## src/dcache_pkg.sv

```systemverilog
package dcache_pkg;

    localparam int LINE_WORDS = 4;
    localparam int NUM_WAYS   = 2;
    localparam int NUM_SETS   = 16;

    typedef logic [31:0]  addr_t;
    typedef logic [31:0]  word_t;
    typedef logic [3:0]   strb_t;
    typedef logic [23:0]  tag_t;
    typedef logic [3:0]   index_t;
    typedef logic [1:0]   offset_t;
    typedef logic [1:0]   way_t;
    typedef logic [127:0] line_t;

    // op is 1 for a store
    typedef struct packed {
        logic  op;
        addr_t addr;
        word_t wdata;
        strb_t strb;
    } cpu_req_t;

    typedef struct packed {
        addr_t base;
        line_t data;
    } victim_t;

    typedef enum logic [2:0] {
        idle,
        lookup,
        evict,
        wb_wait,
        refill_req,
        refill,
        replay
    } cache_state_t;

endpackage

```

## src/cache_fsm.sv

```systemverilog
`timescale 1ns/1ns

module cache_fsm (
    input  logic                 clk,
    input  logic                 reset,
    input  logic                 valid,
    input  dcache_pkg::cpu_req_t req,
    input  dcache_pkg::way_t     hit,
    input  logic                 victim_dirty,
    input  dcache_pkg::tag_t     victim_tag,
    input  dcache_pkg::way_t     lru_way,
    input  dcache_pkg::line_t    line_out,
    input  logic                 r_rdy,
    input  logic                 fill_done,
    input  logic                 wb_done,
    input  logic                 w_rdy,
    output logic                 accept,
    output logic                 tag_we,
    output logic                 data_we,
    output logic                 fill_en,
    output dcache_pkg::way_t     way_sel,
    output logic                 lru_update,
    output logic                 wb_load,
    output dcache_pkg::victim_t  victim,
    output logic                 refill_start,
    output logic                 r_req,
    output logic                 w_req,
    output logic                 done,
    output logic                 cache_ready
);
    import dcache_pkg::*;

    cache_state_t state;
    cache_state_t state_next;
    way_t         victim_way;
    logic         done_q;
    logic         hit_any;

    assign hit_any = |hit;

    // stays low through the data_valid cycle
    assign cache_ready = (state == idle) && !done_q;
    assign accept      = valid && cache_ready;

    // on a miss in lookup the LRU way is selected so line_out is the victim
    assign way_sel = (state == lookup) ? (hit_any ? hit : lru_way) : victim_way;

    assign victim.base = {victim_tag, req.addr[7:4], 4'b0000};
    assign victim.data = line_out;

    always_comb begin
        state_next   = state;
        tag_we       = 1'b0;
        data_we      = 1'b0;
        fill_en      = 1'b0;
        lru_update   = 1'b0;
        wb_load      = 1'b0;
        refill_start = 1'b0;
        r_req        = 1'b0;
        w_req        = 1'b0;
        done         = 1'b0;
        case (state)
            idle: begin
                if (accept) begin
                    state_next = lookup;
                end
            end
            lookup: begin
                if (hit_any) begin
                    // store hit rewrites the tag entry with dirty set
                    tag_we     = req.op;
                    data_we    = req.op;
                    lru_update = 1'b1;
                    done       = 1'b1;
                    state_next = idle;
                end else if (victim_dirty) begin
                    wb_load    = 1'b1;
                    state_next = evict;
                end else begin
                    state_next = refill_req;
                end
            end
            evict: begin
                w_req = 1'b1;
                if (w_rdy) begin
                    state_next = wb_wait;
                end
            end
            wb_wait: begin
                if (wb_done) begin
                    state_next = refill_req;
                end
            end
            refill_req: begin
                r_req = 1'b1;
                if (r_rdy) begin
                    refill_start = 1'b1;
                    state_next   = refill;
                end
            end
            refill: begin
                // line already carries the store bytes
                if (fill_done) begin
                    fill_en    = 1'b1;
                    tag_we     = 1'b1;
                    lru_update = 1'b1;
                    state_next = replay;
                end
            end
            replay: begin
                done       = 1'b1;
                state_next = idle;
            end
            default: state_next = idle;
        endcase
    end

    always_ff @(posedge clk) begin
        if (reset) begin
            state      <= idle;
            done_q     <= 1'b0;
            victim_way <= 2'b01;
        end else begin
            state  <= state_next;
            done_q <= done;
            if (state == lookup && !hit_any) begin
                victim_way <= lru_way;
            end
        end
    end

endmodule

```

## config.mk

```make
export PLATFORM = sky130hd
export DESIGN_NAME = cache_fsm
export DESIGN_NICKNAME = d
export VERILOG_FILES = /design/src/dcache_pkg.sv /design/src/cache_fsm.sv
export SDC_FILE = /design/constraint.sdc
export NUM_CORES = 1
export LEC_CHECK = 0
export BUFFER_PORTS_ARGS = -buffer_cell sky130_fd_sc_hd__buf_2
export CAP_MARGIN = 20
export CORE_AREA = 2 2 158 160
export DETAILED_ROUTE_END_ITERATION = 8
export DIE_AREA = 0 0 160 162
export PLACE_DENSITY_LB_ADDON = 0.05
export SLEW_MARGIN = 20
export SYNTH_ARGS = -nofsm -noshare
export SYNTH_HDL_FRONTEND = slang
export SYNTH_SLANG_ARGS = --single-unit
export TNS_END_PERCENT = 20
```

## constraint.sdc

```tcl
create_clock -name clk -period 1.6 [get_ports clk]
set_input_delay 0.16 -clock clk [delete_from_list [all_inputs] [get_ports clk]]
set_output_delay 0.16 -clock clk [all_outputs]
set_load 0.005 [all_outputs]
```

## Word-level counts from Yosys, hierarchy flattened

Index checks and enable logic that the tools add are counted.
W data, S select, Z words.

| word-level totals | value |
|---|---|
| bits in registers | 6 |
| input port bits | 233 |
| output and inout port bits | 173 |
| word-level logic and storage cells | 47 |

| cells by class | value |
|---|---|
| eq/ne operators | 11 |
| mux-type cells | 25 |
| reductions and logical operators | 8 |

Operators by type and width:

| cell | number |
|---|---|
| $mux W3 | 7 |
| $pmux W3 S6 | 1 |
| $mux W1 | 12 |
| $ne A2 B2 Y1 const B | 5 |
| $eq A3 B3 Y1 const B | 3 |
| $eq A3 B2 Y1 const B | 2 |
| $pmux W1 S2 | 3 |
| $reduce_and A5 Y1 | 1 |
| $mux W2 | 2 |
| $eq A3 B1 Y1 const B | 1 |
| $logic_and A1 B1 Y1 | 3 |
| $logic_not A3 Y1 | 1 |
| $logic_not A1 Y1 | 2 |
| $reduce_or A2 Y1 | 1 |

## Logic depth before layout (Yosys ltp)

Gate-level depths: netlist of the first run.

| depth | value |
|---|---|
| depth in word-level cells | 5 |
| mapped depth | 5 |
| gate-level depth less buffers | 4 |

## Worst setup path before layout of the first run

No wires, ideal clock.

| timing | value |
|---|---|
| path kind | reg-to-output |
| start | register state[1] |
| end | output tag_we |
| data arrival time | 1074 ps |
| required time | 1440 ps |
| slack | 366 ps |
| stages on the path, launching flop included | 5 |
| buffers on the path | 1 |
| path through | dfxtp_1 -> buf_6 -> nor3b_4 -> o21ai_2 -> o21ai_0 |

| on the way | value |
|---|---|
| cells in the longest elaborated chain, start to end | 2 |
| elaborated cells on any way between the ends | 3 |
| those cells by class | 2 x eq/ne; 1 x mux |

RTL lines:

| item | RTL line | RTL |
|---|---|---|
| from (decl) | cache_fsm.sv:33 | `cache_state_t state;` |
| from (signal assigned) | cache_fsm.sv:120 | `state <= idle;` |
| from (signal assigned) | cache_fsm.sv:124 | `state <= state_next;` |
| $eq A3 B3 Y1 or $eq A3 B1 Y1 (tied branches) | cache_fsm.sv:62 | `case (state)` |
| $pmux W1 S2 * | cache_fsm.sv:62 |  |
| to (decl) | cache_fsm.sv:18 | `output logic tag_we,` |

Mark *: on every way between the ends. The rest lies on a longest branch, timed or not.

## Worst setup path after layout of the first run

| timing | value |
|---|---|
| start | register state[0] |
| end | output way_sel[1] |

| on the way | value |
|---|---|
| cells in the longest elaborated chain, start to end | 2 |

RTL lines:

| item | RTL line | RTL |
|---|---|---|
| $eq A3 B1 Y1 | cache_fsm.sv:46 | `assign way_sel = (state == lookup) ? (hit_any ? hit : lru_way) : victim_way;` |
| $mux W2 | cache_fsm.sv:46 |  |
| to (decl) | cache_fsm.sv:21 | `output dcache_pkg::way_t way_sel,` |

No other way between the ends.

==> results.toml, run 1 <==
[placement]
io_buffer_count = 25
dp.final_hpwl_um = 2830
place_congestion = 0.554

[grt]
grt_use_total = 0.0263
grt-ovfl-total = 0
grt_pass1_vias = 821
grt_pass1_wl_um = 5000
grt_max_degree = 11
grt_antenna_before_repair = 0

[detailed_routing]
via_per_inst = 1.72
drt_iter0_markers = 26
drc = 0
dr_total_vias = 723
dr.pass1.iters = 4
drt-wirelength-per-cell_um = 8.22
final_antenna_net_count = 0
wirelength_um = 3450

[layout]
diodes = 0
multi_input_comb_area_um2 = 347
fin_nets = 331
num-fill-cells = 2910
layout-drive-gt1-share = 0.479
syn_to_final_growth_pct = -32.4
seq_area_um2 = 125

[power]
p_comb_frac = 0.350
p_int_mw = 0.650
pwr_density_cell_mw_per_mm2 = 843
seq_power_share = 0.196
switching_share = 0.322
p_leak_nw = 0.380
vdd_drop_max_uv = 311
power_switching_mw = 0.309
pwr-share-clk = 0.454

[clock_tree]
clk-insertion-delay-late_ps = 240
cts_tree = "yes"
hold_buffers = 0
ctsResizeCount = 3
cts-root-buf = "clkbuf_16"
htree_levels = 1
cts.sinks = 6
cts.clk_slew.worst_paths_ps = 40
post_cts_buffers = 0
cts_max_path_buffers = 2
cts_buffers = 3

[sta]
setup_tns_ps = 0
final_hold_viol_count = 0
fin_crit_sh = 0.939
setup_viol = 0
whs_ps = 206
max_freq_mhz = 665
rsz0062_at_grt = "no"
finalCriticalPeriod_ps = 1500
slew_viol_final = 0
skew_ps = 3.56

[logic_synthesis]
yosys.area.top_type = "buf_4"
synth.distinct_cells = 29
syn_inst = 223
synthTopCellsByArea = "buf_4 72%, dfxtp_1 7.1%, a21oi_1 1.8%"
synth_edf_count = 0
seq_area_frac_synth = 0.0714
synthArstFlopShare = 0
synth_top_area_share = 0.718
yosysMostFrequentCell = "buf_4"
synth_commonest_cells = "161 x buf_4, 6 x a21oi_1, 6 x dfxtp_1, 6 x nor2_1"
syn_area_mm2 = 0.00168
yosysWarnings = 0
avgSynthCellArea_um2 = 7.55
synth_seq_cells = 6
dominantRegCellSynth = "dfxtp_1"

[setup_path]
cp_data_required_time_ps = 1440
arrival_ps = 1340
crit_path_max_incr_delay_ps = 370
path_cells = "nor3b_4, buf_6, nor2_2, a31oi_1, buf_2"
cp_slowest_cell = "dfxtp_4"
crit_path_start_kind = "flop"
criticalPathCategory = "reg -> out"
critPathTopFamily = "flip-flops"
crit_fanout = 8
critPathCaptureType = "output port"
path_buf_inv = 2

[worst_hold_path]
hold_class = "in -> reg"

[die]
initial_core_util = 0.0698
rows = 57
die_w_um = 160
coreArea_mm2 = 0.0241
die_y_um = 162
fp.dieArea_mm2 = 0.0259
ioPinCount = 406

[job]
maxCapViolCount = 0

[outcome]
status = "completed"
==> power by group through the flow <==
stage                     clock network (mW)  logic [mW]  registers (mW)
final                                  0.435       0.336           0.188
after floorplan                            0       0.503           0.178
after global placement                     0       0.342           0.188
after global routing                   0.467       0.376           0.193
after detailed placement                   0       0.334           0.188
after CTS                              0.455       0.340           0.187
==> area by class of cell <==
cell class,count,area share
tap,324,0.356
multi-input combinational,53,0.305
timing repair buffer,30,0.150
sequential,6,0.110
clock buffer,3,0.0660
inverter,4,0.0132
==> placed cells by master, fill, tap and decap left out, drive strengths merged, types with 3 or more instances in the layout <==
cell type	Yosys	routed
inv	4	4
conb	1	4
nand2b	4	4
nand2	5	5
clkbuf	0	3
nor3b	3	3
dfxtp	6	6
nand3	3	3
nor2	6	6
buf	163	30
a21oi	6	6
o21ai	5	5
==> metrics by stage <==
stage	area (µm²)	utilization	cells	power [mW]	setup WS, ps
floorplan	1690	-	226	0.681	366
global placement	1030	0.0428	417	0.531	94.0
detailed placement	1030	0.0428	417	0.523	101
CTS	1120	0.0463	420	0.983	1.03
global route	1140	0.0472	420	1.04	11.6
finish	1140	0.0472	420	0.959	97.3
==> state kept, by name (all words and copies together), names as in the netlist <==
name / count
done_q: 1
victim_way: 2
state: 3
==> worst paths after layout <==
check,to,from,cells past startpoint,slack [ps]
worst max-delay path,way_sel[1],state[0],5,100
worst min-delay path,victim_way[1],lru_way[1],3,210
worst max register to register,state[0],state[1],5,240
worst min register to register,victim_way[0],victim_way[0],1,470
==> per-layer routing <==
layer  vias up  track usage  share of wire
li1        287            -              -
met1       330       0.0328           0.45
met2        54       0.0295           0.36
met3        52       0.0171           0.13
met4         0       0.0229          0.065
met5         -            0              0
==> cell families (layout without fill, tap and decap cells) <==
group	count (synthesis)	count (layout)	synth area share
flip-flops	6	6	0.0714
AND/OR/NAND/NOR	30	30	0.103
AO/OA/AOI/OAI	17	17	0.0706
multiplexers	2	2	0.0126
other	1	4	0.00223
buffers and inverters	167	37	0.741
==> worst reg2reg max path, cell delays in order (launching register included) <==
cell and delay, ps:
dfxtp_1 370, buf_4 200, nand2b_1 170, a2bb2oi_2 220
a21oi_1 90, a41o_1 210
Power figures use the tool's default switching activity.
==> run 2, diff against run 1 <==
--- a/config.mk
+++ b/config.mk
@@ -5,11 +5,12 @@
 export SDC_FILE = /design/constraint.sdc
 export NUM_CORES = 1
 export LEC_CHECK = 0
+export ABC_AREA = 1
 export BUFFER_PORTS_ARGS = -buffer_cell sky130_fd_sc_hd__buf_2
 export CAP_MARGIN = 20
-export CORE_AREA = 2 2 158 160
+export CORE_AREA = 2 2 155 157
 export DETAILED_ROUTE_END_ITERATION = 8
-export DIE_AREA = 0 0 160 162
+export DIE_AREA = 0 0 157 159
 export PLACE_DENSITY_LB_ADDON = 0.05
 export SLEW_MARGIN = 20
 export SYNTH_ARGS = -nofsm -noshare
==> run 2 against run 1 <==
Sequential power rose by 34%. Largest power group is now combinational cells. Count of clock-buffer cells in the layout did not move. Critical endpoint is now way_sel[0]. Largest cell class unchanged. Flip-flop and latch count did not move. Critical path depth rose by 2. Worst setup slack improved by 2.2 ps. Power rose by 59%.
==> results.toml, run 2 <==
[sta]
finalCriticalPeriod_ps = 1500
fin_crit_sh = 0.938
final_hold_viol_count = 0
skew_ps = 3.18
setup_viol = 0
rsz0062_at_grt = "yes"
max_freq_mhz = 666
slew_viol_final = 0

[worst_hold_path]
holdPathEnd = "state[2]"
hold_depth = 2
hold_class = "in -> reg"
holdCritStartpoint = "reset"

[layout]
syn_to_final_growth_pct = -29.7
final_common_cell = "buf_2"
reg_top3 = "state: 3 flops, victim_way: 2 flops, done_q: 1 flops"
final_util = 0.0524
num-fill-cells = 2769
diodes = 0
final_cell_mix = "25 x buf_2, 17 x nand2_1, 13 x nor2_1"
layout-drive-gt1-share = 0.480
largest_reg_flops = 3
regMostFlops = "state"
fin_nets = 360
design_area_mm2 = 0.00121

[logic_synthesis]
syn_area_mm2 = 0.00173
synthArstFlopShare = 0
seq_area_frac_synth = 0.0695
dominantRegCellSynth = "dfxtp_1"
syn_inst = 248
avgSynthCellArea_um2 = 6.97
synth_commonest_cells = "160 x buf_4, 18 x nand2_1, 13 x nor2_1"
yosys.area.top_type = "buf_4"
yosysWarnings = 0
synth_edf_count = 0
synth.distinct_cells = 22
synth_top_area_share = 0.695
yosysMostFrequentCell = "buf_4"
synth_seq_cells = 6
synthTopCellsByArea = "buf_4 70%, dfxtp_1 7.0%, nand2_1 3.9%"

[grt]
grt_antenna_before_repair = 0
grt_max_degree = 8
grt-ovfl-total = 0
grt_pass1_wl_um = 5260
grt_use_total = 0.0278
grt_pass1_vias = 960

[die]
ioPinCount = 406
coreArea_mm2 = 0.0232
rows = 56
initial_core_util = 0.0745
die_w_um = 157
fp.dieArea_mm2 = 0.0250
die_y_um = 159

[placement]
io_buffer_count = 25
place_congestion = 0.580
dpl-instance-area_mm2 = 0.00111
dp.final_hpwl_um = 2990

[setup_path]
r2r-end = "state[0]"
r2r_slack_ps = 340
criticalPathCategory = "reg -> out"
crit_path_start_kind = "flop"
r2r_start = "state[0]"
critPathCaptureType = "output port"
ff2ff_path_depth = 6
cp_data_required_time_ps = 1440
crit_fanout = 7
arrival_ps = 1340

[clock_tree]
cts_tree = "yes"
cts.clk_slew.worst_paths_ps = 40
cts_max_path_buffers = 2
htree_levels = 1
cts_buffers = 3
cts-root-buf = "clkbuf_16"
hold_buffers = 0
cts.sinks = 6
clk-insertion-delay-late_ps = 230

[power]
p_leak_nw = 0.472
vdd_drop_max_uv = 400
pwr_density_cell_mw_per_mm2 = 1260

[detailed_routing]
drc = 0
via_per_inst = 1.79
wirelength_um = 3520
dr_total_vias = 796
final_antenna_net_count = 0
dr.pass1.iters = 4
drt_iter0_markers = 9
drt-wirelength-per-cell_um = 7.93

[outcome]
status = "completed"

[job]
maxCapViolCount = 0
[run 2: critical path: stages, from the launching register on]
cell and delay [ps]:
dfxtp_4 380, nor2_4 130, nand2_2 80, buf_4 160, nor2_4 100, nand2_1 80
nand3_1 70, buf_2 110
[run 2: final cells by class]
type / count / area [µm²] / area share
well taps: 319 / 399 / 0.329
flip-flops and latches: 6 / 125 / 0.103
multi-input cells: 68 / 374 / 0.308
clock buffers: 3 / 75.1 / 0.0618
inverters: 15 / 56.3 / 0.0463
repair buffers: 33 / 185 / 0.152
[run 2: how the worst max path moves through the flow]
stage | to | cells past startpoint | slack (ps) | startpoint
floorplan | tag_we | 7 | 470 | state[0]
global placement | accept | 6 | 80 | state[0]
detailed placement | accept | 6 | 120 | state[0]
CTS | way_sel[1] | 7 | 6 | state[1]
global route | accept | 6 | -4 | state[0]
finish | way_sel[0] | 7 | 100 | state[1]
[run 2: per-layer routing]
metal,share of wire,GRT usage,vias to the layer above
met4,0.073,0.0242,0
met5,0,0,-
met1,0.36,0.0272,326
met2,0.43,0.0391,69
li1,-,-,343
met3,0.14,0.0193,58
[run 2: cells by family after synthesis]
family / count (synthesis) / synth area share
AOI/OAI and AO/OA: 10 / 0.0340
and+or+nand+nor: 54 / 0.157
DFF: 6 / 0.0695
other: 1 / 0.00217
buffers and inverters: 177 / 0.737
[run 2: timing repair]
| action | CTS | global route |
|---|---|---|
| gates resized for setup | 4 | 5 |
| setup buffers | 0 | 0 |
| setup endpoints to repair | 8 | 5 |
[run 2: stage by stage]
step	setup TNS (ps)	cells	hold WS [ps]	total power, mW	setup WS, ps
floorplan	0	251	222	1.02	466
global placement	0	441	320	1.13	78.6
detailed placement	0	441	320	1.10	124
CTS	0	444	185	1.57	5.74
global route	-3.95	444	211	1.70	-3.95
finish	0	444	176	1.53	99.5
[run 2: where the power goes]
part           leakage, nW  switching (mW)  total [mW]  internal (mW)
logic                0.385           0.493       0.866          0.373
registers           0.0500          0.0541       0.252          0.198
clock network       0.0370          0.0862       0.407          0.321
