### config.mk
export PLATFORM = sky130hd
export DESIGN_NAME = writeback_buffer
export DESIGN_NICKNAME = d
export VERILOG_FILES = /design/src/dcache_pkg.sv /design/src/writeback_buffer.sv
export SDC_FILE = /design/constraint.sdc
export NUM_CORES = 1
export LEC_CHECK = 0
export ABC_AREA = 1
export BUFFER_PORTS_ARGS = -buffer_cell sky130_fd_sc_hd__clkbuf_2
export CAP_MARGIN = 20
export CORE_MARGIN = 2
export CORE_UTILIZATION = 35
export DETAILED_ROUTE_END_ITERATION = 7
export SETUP_SLACK_MARGIN = 0.02
export SLEW_MARGIN = 10
export SYNTH_ARGS = -nofsm -noshare
export SYNTH_HDL_FRONTEND = slang
export SYNTH_SLANG_ARGS = --single-unit
### constraint.sdc
create_clock -name clk -period 1.2 [get_ports clk]
set_input_delay 0.18 -clock clk [delete_from_list [all_inputs] [get_ports clk]]
set_output_delay 0.18 -clock clk [all_outputs]
set_load 0.05 [all_outputs]
### src/dcache_pkg.sv
package dcache_pkg;

    localparam int LINE_WORDS = 4;
    localparam int NUM_WAYS   = 2;
    localparam int NUM_SETS   = 16;

    typedef logic [31:0]  addr_t;
    typedef logic [31:0]  word_t;
    typedef logic [3:0]   strb_t;
    typedef logic [23:0]  tag_t;
    typedef logic [3:0]   index_t;
    typedef logic [1:0]   offset_t;
    typedef logic [1:0]   way_t;
    typedef logic [127:0] line_t;

    // op is 1 for a store
    typedef struct packed {
        logic  op;
        addr_t addr;
        word_t wdata;
        strb_t strb;
    } cpu_req_t;

    typedef struct packed {
        addr_t base;
        line_t data;
    } victim_t;

    typedef enum logic [2:0] {
        idle,
        lookup,
        evict,
        wb_wait,
        refill_req,
        refill,
        replay
    } cache_state_t;

endpackage

### src/writeback_buffer.sv
`timescale 1ns/1ns

module writeback_buffer (
    input  logic                clk,
    input  logic                reset,
    input  logic                load,
    input  dcache_pkg::victim_t victim,
    input  logic                w_rdy,
    input  logic                w_data_ready,
    input  logic                b_valid,
    output dcache_pkg::addr_t   w_addr,
    output logic                w_data_req,
    output dcache_pkg::word_t   w_data,
    output logic                w_last,
    output logic                b_ready,
    output logic                wb_done
);
    import dcache_pkg::*;

    typedef enum logic [1:0] {
        wb_idle,
        wb_addr,
        wb_data,
        wb_resp
    } wb_state_t;

    wb_state_t state;
    offset_t   beat;
    victim_t   held;

    always_ff @(posedge clk) begin
        if (reset) begin
            state <= wb_idle;
            beat  <= '0;
        end else begin
            case (state)
                wb_idle: begin
                    beat <= '0;
                    if (load) begin
                        state <= wb_addr;
                    end
                end
                // address phase runs alongside the controller's w_req
                wb_addr: begin
                    if (w_rdy) begin
                        state <= wb_data;
                    end
                end
                wb_data: begin
                    if (w_data_ready) begin
                        beat <= beat + 2'd1;
                        if (w_last) begin
                            state <= wb_resp;
                        end
                    end
                end
                wb_resp: begin
                    if (b_valid) begin
                        state <= wb_idle;
                    end
                end
                default: state <= wb_idle;
            endcase
        end
    end

    always_ff @(posedge clk) begin
        if (load) begin
            held <= victim;
        end
    end

    assign w_addr     = held.base;
    assign w_data     = held.data[32*beat +: 32];
    assign w_data_req = (state == wb_data);
    assign w_last     = w_data_req && (beat == offset_t'(LINE_WORDS - 1));
    assign b_ready    = (state == wb_resp);
    assign wb_done    = b_ready && b_valid;

endmodule

## Word level (Yosys, flattened, before mapping)

Index checks and enable logic that the tools add are counted.

- Register bits: 164
- Input bits: 166
- Output and inout bits: 68
- Word-level logic and storage cells: 29

- $add $sub $neg: 1
- Equality and inequality tests: 9
- Shift operators: 1
- Multiplexer cells: 8
- Reduce and logical (&&, ||, !) cells: 6

Operators with widths:

| operator | number |
|---|---|
| $shiftx A128 B8 Y32 | 1 |
| $mux W2 | 6 |
| $ne A2 B2 Y1 const B | 4 |
| $pmux W2 S4 | 1 |
| $eq A2 B2 Y1 const B | 3 |
| $reduce_and A5 Y1 | 1 |
| $pmux W2 S2 | 1 |
| $add A2 B1 Y2 const B | 1 |
| $eq A2 B1 Y1 const B | 1 |
| $logic_and A1 B1 Y1 | 2 |
| $logic_not A2 Y1 | 1 |
| $ne A2 B1 Y1 const B | 1 |
| $reduce_and A2 Y1 | 1 |
| $reduce_bool A2 Y1 | 1 |

## Depth between registers and ports, before layout

Gate-level depths: netlist (run 1).

- Depth after elaboration: 5
- Gate-level depth with buffers: 8
- Depth with buffers taken out: 8

## Least setup slack after synthesis (run 1)

Ideal clock, no wire load.

- Path kind: flip-flop to output port
- Start: register beat[0]
- End: output port w_data[11]
- Arrival time: 1583 ps
- Data required time: 1020 ps
- Path slack: -563 ps
- Cell stages (with the launch flop): 7
- Path buffers: 3
- Path through: dfxtp_1 > buf_6 > inv_2 > buf_6 > buf_6 > o21ai_1 > o22ai_1

- Cells in the longest elaborated chain, start to end: 1

Ends and longest elaborated chain:

| what | RTL line | source |
|---|---|---|
| start, declared | writeback_buffer.sv:28 | `offset_t beat;` |
| start signal, assigned | writeback_buffer.sv:51 | `beat <= beat + 2'd1;` |
| $shiftx A128 B8 Y32 | writeback_buffer.sv:74 | `assign w_data = held.data[32*beat +: 32];` |
| end, declared | writeback_buffer.sv:13 | `output dcache_pkg::word_t w_data,` |

No other way between the ends.

## Worst setup path after layout (run 1)

- Start: register beat[0]
- End: output port w_data[15]

Same word-level chain as after synthesis.

==> results of run 1 <==
## through the flow
step                      instance area, sq um  setup slack, ps  power [mW]
after floorplan                           6840             -125        10.1
after global placement                    8420             -304        11.5
after detailed placement                  8420             -313        11.6
after CTS                                11500             -613        18.5
after global routing                     11700             -648        19.4
final                                    11700             -577        18.7
## timing repair
| item | in CTS | in global routing |
|---|---|---|
| pin swaps | 7 | 3 |
| gates resized for setup | 226 | 60 |
| endpoints found under the hold margin | 161 | 0 |
| endpoints found under the setup margin | 72 | 71 |
| hold buffers | 161 | 0 |
| buffers inserted | 1 | 2 |
| gates cloned | 2 | 0 |
## cells by family after synthesis
logic type	after synthesis	synth area share, %
buffers and inverters	68	6.92
AND/OR/NAND/NOR	90	5.45
flip-flops	164	77.9
adder cells (fa/ha/maj)	6	1.20
AO/OA/AOI/OAI	99	8.54
## power by group through the flow
stage	sequential (mW)	combinational, mW	clock (mW)
finish	7.14	6.06	5.51
global route	7.18	6.35	5.84
detailed placement	7.14	4.45	0
global placement	7.12	4.38	0
floorplan	7.08	3.03	0
CTS	7.10	5.78	5.61
## per-layer routing
layer | up-vias | GRT usage [%] | share of wire [%]
met4 | 0 | 6.86 | 1.9
li1 | 2329 | - | -
met5 | - | 0 | 0
met1 | 2456 | 23.2 | 37
met3 | 33 | 6.29 | 7.8
met2 | 225 | 35.1 | 53
## path summary, 6_finish.rpt
| kind | start | end | slack (ps) | cells after the start |
|---|---|---|---|---|
| max | beat[0]$_SDFFE_PP0P_ | w_data[15] | -580 | 6 |
| max reg2reg | state[0]$_SDFFE_PP0P_ | state[0]$_SDFFE_PP0P_ | -150 | 10 |
| min | w_data_ready | beat[1]$_SDFFE_PP0P_ | 120 | 5 |
| min reg2reg | state[1]$_SDFFE_PP0P_ | state[1]$_SDFFE_PP0P_ | 560 | 2 |
## cell type report
cell class / count / share of cell area [%]
Clock inverter: 15 / 1.44
Sequential cell: 164 / 42.0
Tap cell: 225 / 2.42
Inverter: 16 / 0.633
Timing Repair Buffer: 429 / 34.4
Multi-Input combinational cell: 195 / 15.5
Clock buffer: 17 / 3.65
## critical path: cells and delay by family (launching register included)
| kind | cells | cell delay, ps |
|---|---|---|
| buffers and inverters | 4 | 500 |
| AO/OA/AOI/OAI | 2 | 260 |
| flip-flops | 1 | 430 |
## synth_stat cells
library cell	instances	share of area [%]
a21oi_1	1	0.080
buf_2	5	0.40
buf_4	32	3.8
buf_6	7	1.3
clkbuf_1	8	0.48
dfxtp_1	4	1.3
edfxtp_1	160	77
ha_1	6	1.2
inv_1	13	0.78
inv_2	3	0.18
nand2_1	14	0.84
nand3_1	3	0.24
nor2_1	73	4.4
o21ai_0	42	3.4
o21ai_1	24	1.9
o22ai_1	32	3.2
## layout by cell type, fill, tap and decap left out, types with 6 or more instances in the layout
cell type / count
clkbuf_2: 164
dlygate4sd3_1: 161
edfxtp_1: 160
buf_8: 40
nor2_1: 38
o21ai_1: 32
o22ai_4: 32
nor2_2: 28
buf_12: 22
o21ai_2: 20
clkbuf_16: 20
buf_4: 15
clkbuf_8: 14
o21ai_4: 13
nand2_1: 10
inv_1: 9
buf_6: 8
nor2_4: 7
inv_6: 6
## registers in the layout (all words and copies together), names as in the netlist
signal / cells
held: 128
state: 2
beat: 2
w_addr: 32
==> impl_metrics.toml, run 1 <==
[layout]
ff_latch_area_sq_um = 4900
multi_input_area_sq_um = 1810
final_util_pct = 66.9
nFillCells = 1157
drive_above_1_share_pct = 50.0
antenna_cells = 0
stdcell_count = 1061
final_nets = 995
syn_to_final_growth_pct = 85.9

[clocking]
cts_tree = "done"
clock_latency_ps = 410
cts_made_buffers = 17
clockBufferDepth = 2
clkTransAtPathRegs_ps = 60
ctsRootBufferMaster = "clkbuf_16"
cts.sinks = 164
cts_max_level = 4

[timing]
skew_ps = 1.90
setup_viol = 42
finalCritPeriodShare_pct = 148
tns_ps = -18030
slew_viol_final = 0
whs_ps = 116
fin_ws_ps = -577
tightestPinTransition_ps = 282
rsz0062_at_grt = "true"
max_freq_ghz = 0.563
relSlewSlack_pct = 81.0
hold_viol = 0
fin_crit_ps = 1780

[setup_path]
cp-start-kind = "flop"
critPathMaxStageDelay_ps = 430
path_class = "reg2out"
crit_arrival_ps = 1600
crit_chain = "inv_8, buf_12, buf_8, o21ai_4, o22ai_4, buf_12"
critPathMaxFanout = 5
cp_common_cell = "buf_12"
slowest_stage = "dfxtp_4"
cp_data_required_time_ps = 1020
crit_path_end_kind = "output pin"

[place]
routabilityCongestion = 0.849
dp_hpwl_um = 11300
io_buffers = 233
place_inst = 863

[logic_synthesis]
syn_avg_cell_area_sq_um = 14.7
syn_inst = 427
synth-seq-cells = 164
seq_area_frac_synth_pct = 77.9
syn-cell-area_sq_um = 6270
syn_nets = 599
yosys_warnings = 0
synth_cell_types = 16

[die]
die_x_um = 138
rows = 48
coreArea_sq_um = 17400
io_pins = 234
die_area_sq_um = 19000
die_h_um = 138
start_util_pct = 36.0

[power]
p_sw_mw = 5.92
intPower_mw = 12.8
clkPwrFrac_pct = 29.4
p_per_area_nw_per_um2 = 1600
p_leak_nw = 4.65
combPwrFrac_pct = 32.4
seqPwrFrac_pct = 38.1
ir_drop_uv = 1060
switching_share_pct = 31.7

[route]
initialDrtViolationCount = 257
routed_via_density = 4.75
drc = 0
dr_total_vias = 5043
wl_per_cell_um = 18.7
routed_wl_um = 19800
firstDrtPassIters = 4
ant_nets = 0

[grt]
grt_pass1_wl_um = 28100
antenna_found_initial = 0
grt_max_degree = 40
grt_pass1_vias = 5405
grtUsageTotal_pct = 20.0
gr-total-overflow = 0

[job]
maxCapViolCount = 0

[outcome]
violations = "negative setup slack"
status = "finished, violations left"

[hold_path]
hold_class = "in2reg"
No activity file was read; power rests on OpenSTA's default activity.
==> inputs of run 2 (changes only) <==
--- a/config.mk
+++ b/config.mk
@@ -11,7 +11,8 @@
 export CORE_MARGIN = 2
 export CORE_UTILIZATION = 35
 export DETAILED_ROUTE_END_ITERATION = 7
-export SETUP_SLACK_MARGIN = 0.02
+export SETUP_SLACK_MARGIN = 0.15
+export SKIP_CTS_REPAIR_TIMING = 1
 export SLEW_MARGIN = 10
 export SYNTH_ARGS = -nofsm -noshare
 export SYNTH_HDL_FRONTEND = slang
==> run 2 against run 1 <==
  * The run still ends with negative setup slack left
  * Non-clock buffer count up 8
  * Maximum frequency decreased by 2.7%
  * Register-to-register slack worse by 50 ps
  * Via count down 0.56%
  * Critical path depth stayed put
==> impl_metrics.toml, run 2 (synthesis gave the netlist of run 1 again) <==
[grt]
grt_pass1_vias = 4373
grt_pass1_wl_um = 22500
antenna_found_initial = 1
gr-total-overflow = 0
grtUsageTotal_pct = 16.1
grt_max_degree = 37

[layout]
nFillCells = 1205
multi_input_area_sq_um = 1840
regMostFlops = "held"
mostFrequentLayoutCell = "clkbuf_2"
mostFrequentLayoutCells = "164 x clkbuf_2, 161 x dlygate4sd3_1, 160 x edfxtp_1, 53 x buf_6, 44 x nor2_1"
syn_to_final_growth_pct = 85.7
drive_above_1_share_pct = 51.7
largest_reg_flops = 128
stdcell_count = 1070
ff_latch_area_sq_um = 4900
final_nets = 1003

[setup_path]
critPathMaxFanout = 9
cp_data_required_time_ps = 1020
crit_path_end_kind = "output pin"
crit_arrival_ps = 1650
path_class = "reg2out"
cp-start-kind = "flop"

[route]
routed_wl_um = 19000
wirelength_met1_um = 7010
routed_via_density = 4.69
ant_nets = 0
wl_per_cell_um = 17.7
firstDrtPassIters = 4
met2_length_um = 10500
dr.max_layer_used = "met4"
initialDrtViolationCount = 194
wl_met3_um = 1080
dr_total_vias = 5015
drc = 0

[timing]
tightestPinTransition_ps = 324
max_freq_ghz = 0.548
rsz0062_at_grt = "true"
setup_viol = 38
skew_ps = 5.79
fin_crit_ps = 1830
slew_viol_final = 0
relSlewSlack_pct = 78.2
hold_viol = 0
finalCritPeriodShare_pct = 152
fin_ws_ps = -626

[die]
die_area_sq_um = 19000
io_pins = 234
coreArea_sq_um = 17400
start_util_pct = 36.0
die_h_um = 138
die_x_um = 138
rows = 48

[power]
power.total_mw = 18.3
p_per_area_nw_per_um2 = 1570
p_leak_nw = 4.63
ir_drop_uv = 1290

[place]
place_inst = 863
preCtsSetupSlack_ps = -296
dp_hpwl_um = 11200
routabilityCongestion = 0.724
io_buffers = 233

[job]
maxCapViolCount = 0

[outcome]
violations = "negative setup slack"
status = "finished, violations left"

[clocking]
clock_latency_ps = 410
clkTransAtPathRegs_ps = 70
cts_tree = "done"
cts_made_buffers = 17
clockBufferDepth = 2
cts.sinks = 164
cts_max_level = 4
ctsRootBufferMaster = "clkbuf_16"

[hold_path]
hold_class = "in2reg"
[run 2: layer usage]
metal,GRT usage [%],vias up
met5,0,-
met4,4.76,0
met3,6.25,30
met2,28.1,200
met1,18.4,2437
li1,-,2348
[run 2: final cells by class]
class | instances | area share [%]
repair buffers | 437 | 34.4
flip-flops and latches | 164 | 42.0
inverters | 16 | 0.645
clock buffers | 18 | 3.68
clock inverters | 14 | 1.04
multi-input cells | 195 | 15.8
diodes | 1 | 0.0215
well taps | 225 | 2.42
[run 2: path summary, 6_finish.rpt]
| check | startpoint | to | slack (ps) | cells past startpoint |
|---|---|---|---|---|
| max | beat[0]$_SDFFE_PP0P_ | w_data[15] | -630 | 6 |
| max reg2reg | beat[0]$_SDFFE_PP0P_ | state[0]$_SDFFE_PP0P_ | -200 | 9 |
| min | w_data_ready | beat[1]$_SDFFE_PP0P_ | 130 | 5 |
| min reg2reg | state[0]$_SDFFE_PP0P_ | state[0]$_SDFFE_PP0P_ | 550 | 2 |
[run 2: through the flow]
stage | util [%] | setup TNS, ps | hold slack, ps | cell area (sq um)
floorplan | - | -3640 | 242 | 6890
global route | 66.9 | -21950 | 109 | 11600
CTS | 52.7 | -25320 | -86.7 | 9180
detailed placement | 49.5 | -8140 | 355 | 8630
global placement | 49.5 | -7280 | 354 | 8630
finish | 66.9 | -19210 | 133 | 11600
[run 2: worst max-delay path: stages, from the launching register on]
cell	delay, ps
dfxtp_4	420
inv_6	60
buf_12	150
clkbuf_16	170
o21ai_2	170
o22ai_4	90
buf_12	160
[run 2: power by group]
group / internal (mW) / leakage (nW) / switching, mW
registers: 6.84 / 1.60 / 0.279
logic: 2.82 / 2.77 / 3.26
clock network: 2.71 / 0.264 / 2.37
total: 12.4 / 4.63 / 5.91
==> inputs of run 3 (changes only) <==
--- a/config.mk
+++ b/config.mk
@@ -11,6 +11,7 @@
 export CORE_MARGIN = 2
 export CORE_UTILIZATION = 35
 export DETAILED_ROUTE_END_ITERATION = 7
+export PLACE_DENSITY_LB_ADDON = 0.2
 export SETUP_SLACK_MARGIN = 0.15
 export SKIP_CTS_REPAIR_TIMING = 1
 export SLEW_MARGIN = 10
==> run 3 against run 2 <==
  * The flow still finishes with violations (negative setup slack)
  * First-iteration DRC count is 8.2% lower
  * Register-to-register slack better by 30 ps
  * Sequential share of layout area is 1.2 points higher
  * Clock power is 4.5% higher
  * Utilization is 1.9 points lower
  * Wire length is 5.1% lower
  * Via count is 2.3% lower
  * Sequential power is 0.6% lower
  * Clock skew is 0.79 ps lower
  * Count of clock-buffer cells in the layout is 1 lower
==> impl_metrics.toml, run 3 (synthesis gave the netlist of run 1 again) <==
[layout]
antenna_cells = 0
mostFrequentLayoutCell = "clkbuf_2"
mostFrequentLayoutCells = "164 x clkbuf_2, 161 x dlygate4sd3_1, 160 x edfxtp_1, 57 x nor2_1, 45 x buf_6"
final_nets = 1000
drive_above_1_share_pct = 47.3
syn_to_final_growth_pct = 80.6
final_util_pct = 65.0
largest_reg_flops = 128
regMostFlops = "held"

[power]
power.total_mw = 18.0
ir_drop_uv = 1390
p_leak_nw = 4.56
p_per_area_nw_per_um2 = 1590

[setup_path]
cp-endpoint = "w_data[5]"
cp_data_required_time_ps = 1020
r2r_cells = 9
path_class = "reg2out"
crit_path_end_kind = "output pin"
cp-start-kind = "flop"
worstReg2RegStart = "beat[0]$_SDFFE_PP0P_"
rrSetupSlack_ps = -170
reg2reg_to = "state[0]$_SDFFE_PP0P_"
critPathMaxFanout = 27
startpoint = "beat[0]$_SDFFE_PP0P_"
crit_arrival_ps = 1670

[job]
maxCapViolCount = 0

[timing]
tightestPinTransition_ps = 367
tns_ps = -19580
slew_viol_final = 0
setup_viol = 41
hold_viol = 0
skew_ps = 5.00
relSlewSlack_pct = 75.3
rsz0062_at_grt = "true"
fin_ws_ps = -650
max_freq_ghz = 0.540
fin_crit_ps = 1850
whs_ps = 102
finalCritPeriodShare_pct = 154

[place]
io_buffers = 233
routabilityCongestion = 0.748
dp_hpwl_um = 11200

[clocking]
clockBufferDepth = 2
cts.sinks = 164
ctsRootBufferMaster = "clkbuf_16"
cts_max_level = 4
cts_tree = "done"
clock_latency_ps = 420
clkTransAtPathRegs_ps = 60
cts_made_buffers = 17

[grt]
antenna_found_initial = 0
grt_max_degree = 41
gr-total-overflow = 0
gr-max-usage-layer = "met2"
grt_pass1_wl_um = 22900
met1_usage_pct = 18.5
met3_usage_pct = 5.77
grt_pass1_vias = 4482
grtUsageTotal_pct = 16.3
grt_use_met2_pct = 28.1

[route]
routed_wl_um = 18000
wl_per_cell_um = 16.9
initialDrtViolationCount = 178
firstDrtPassIters = 4
drc = 0
dr_total_vias = 4899
routed_via_density = 4.60
ant_nets = 0

[die]
rows = 48
start_util_pct = 36.0
coreArea_sq_um = 17400
io_pins = 234
die_x_um = 138
die_h_um = 138
die_area_sq_um = 19000

[hold_path]
hold_class = "in2reg"

[outcome]
status = "finished, violations left"
violations = "negative setup slack"
-- run 3: changes by cell type in the layout (fill, tap and decap cells not counted), sizes merged --
cell,delta
clkinvlp,-1
clkinv,-2
clkbuf,-1
inv,+4
diode,-1
buf,-3
-- run 3: report_power, final --
part	total, mW	switching [mW]	internal (mW)	leakage, nW
Sequential	7.08	0.248	6.83	1.60
Combinational	5.66	3.09	2.57	2.68
Clock	5.31	2.52	2.79	0.284
Total	18.0	5.86	12.2	4.56
-- run 3: area by class of cell --
cell class,instances,area (sq um)
timing repair buffer,434,3850
multi-input combinational,195,1640
clock buffer,17,425
clock inverter,15,155
sequential,164,4900
tap,225,282
inverter,16,75.1
fill,1222,6090
-- run 3: per-layer routing --
metal  share of wire [%]  wire length, um  up-vias
li1                    -                -     2342
met1                  38             6920     2372
met2                  54             9760      168
met3                 6.0             1080       17
met4                 1.4              260        0
met5                   0                0        -
-- run 3: worst max-delay path, stage by stage, from the launching register on --
cell      delay [ps]
dfxtp_4          370
buf_12           170
buf_12           150
nor2_1           220
o22ai_4          110
clkbuf_4         220
-- run 3: worst min path at each step --
stage | cells past startpoint | to | slack (ps) | from
floorplan | 1 | beat[1]$_SDFFE_PP0P_ | 240 | reset
global placement | 1 | w_addr[16]$_DFFE_PP_ | 360 | victim[144]
detailed placement | 1 | w_addr[11]$_DFFE_PP_ | 360 | victim[139]
CTS | 1 | held[57]$_DFFE_PP_ | -100 | victim[57]
global route | 1 | w_addr[29]$_DFFE_PP_ | 80 | load
finish | 5 | beat[1]$_SDFFE_PP0P_ | 100 | w_data_ready
-- run 3: metrics by stage --
stage	worst slack, ps	area [sq um]	std cells
CTS	-764	9230	899
floorplan	-125	6890	427
finish	-650	11300	1066
global route	-697	11300	1066
detailed placement	-296	8650	867
global placement	-237	8650	867
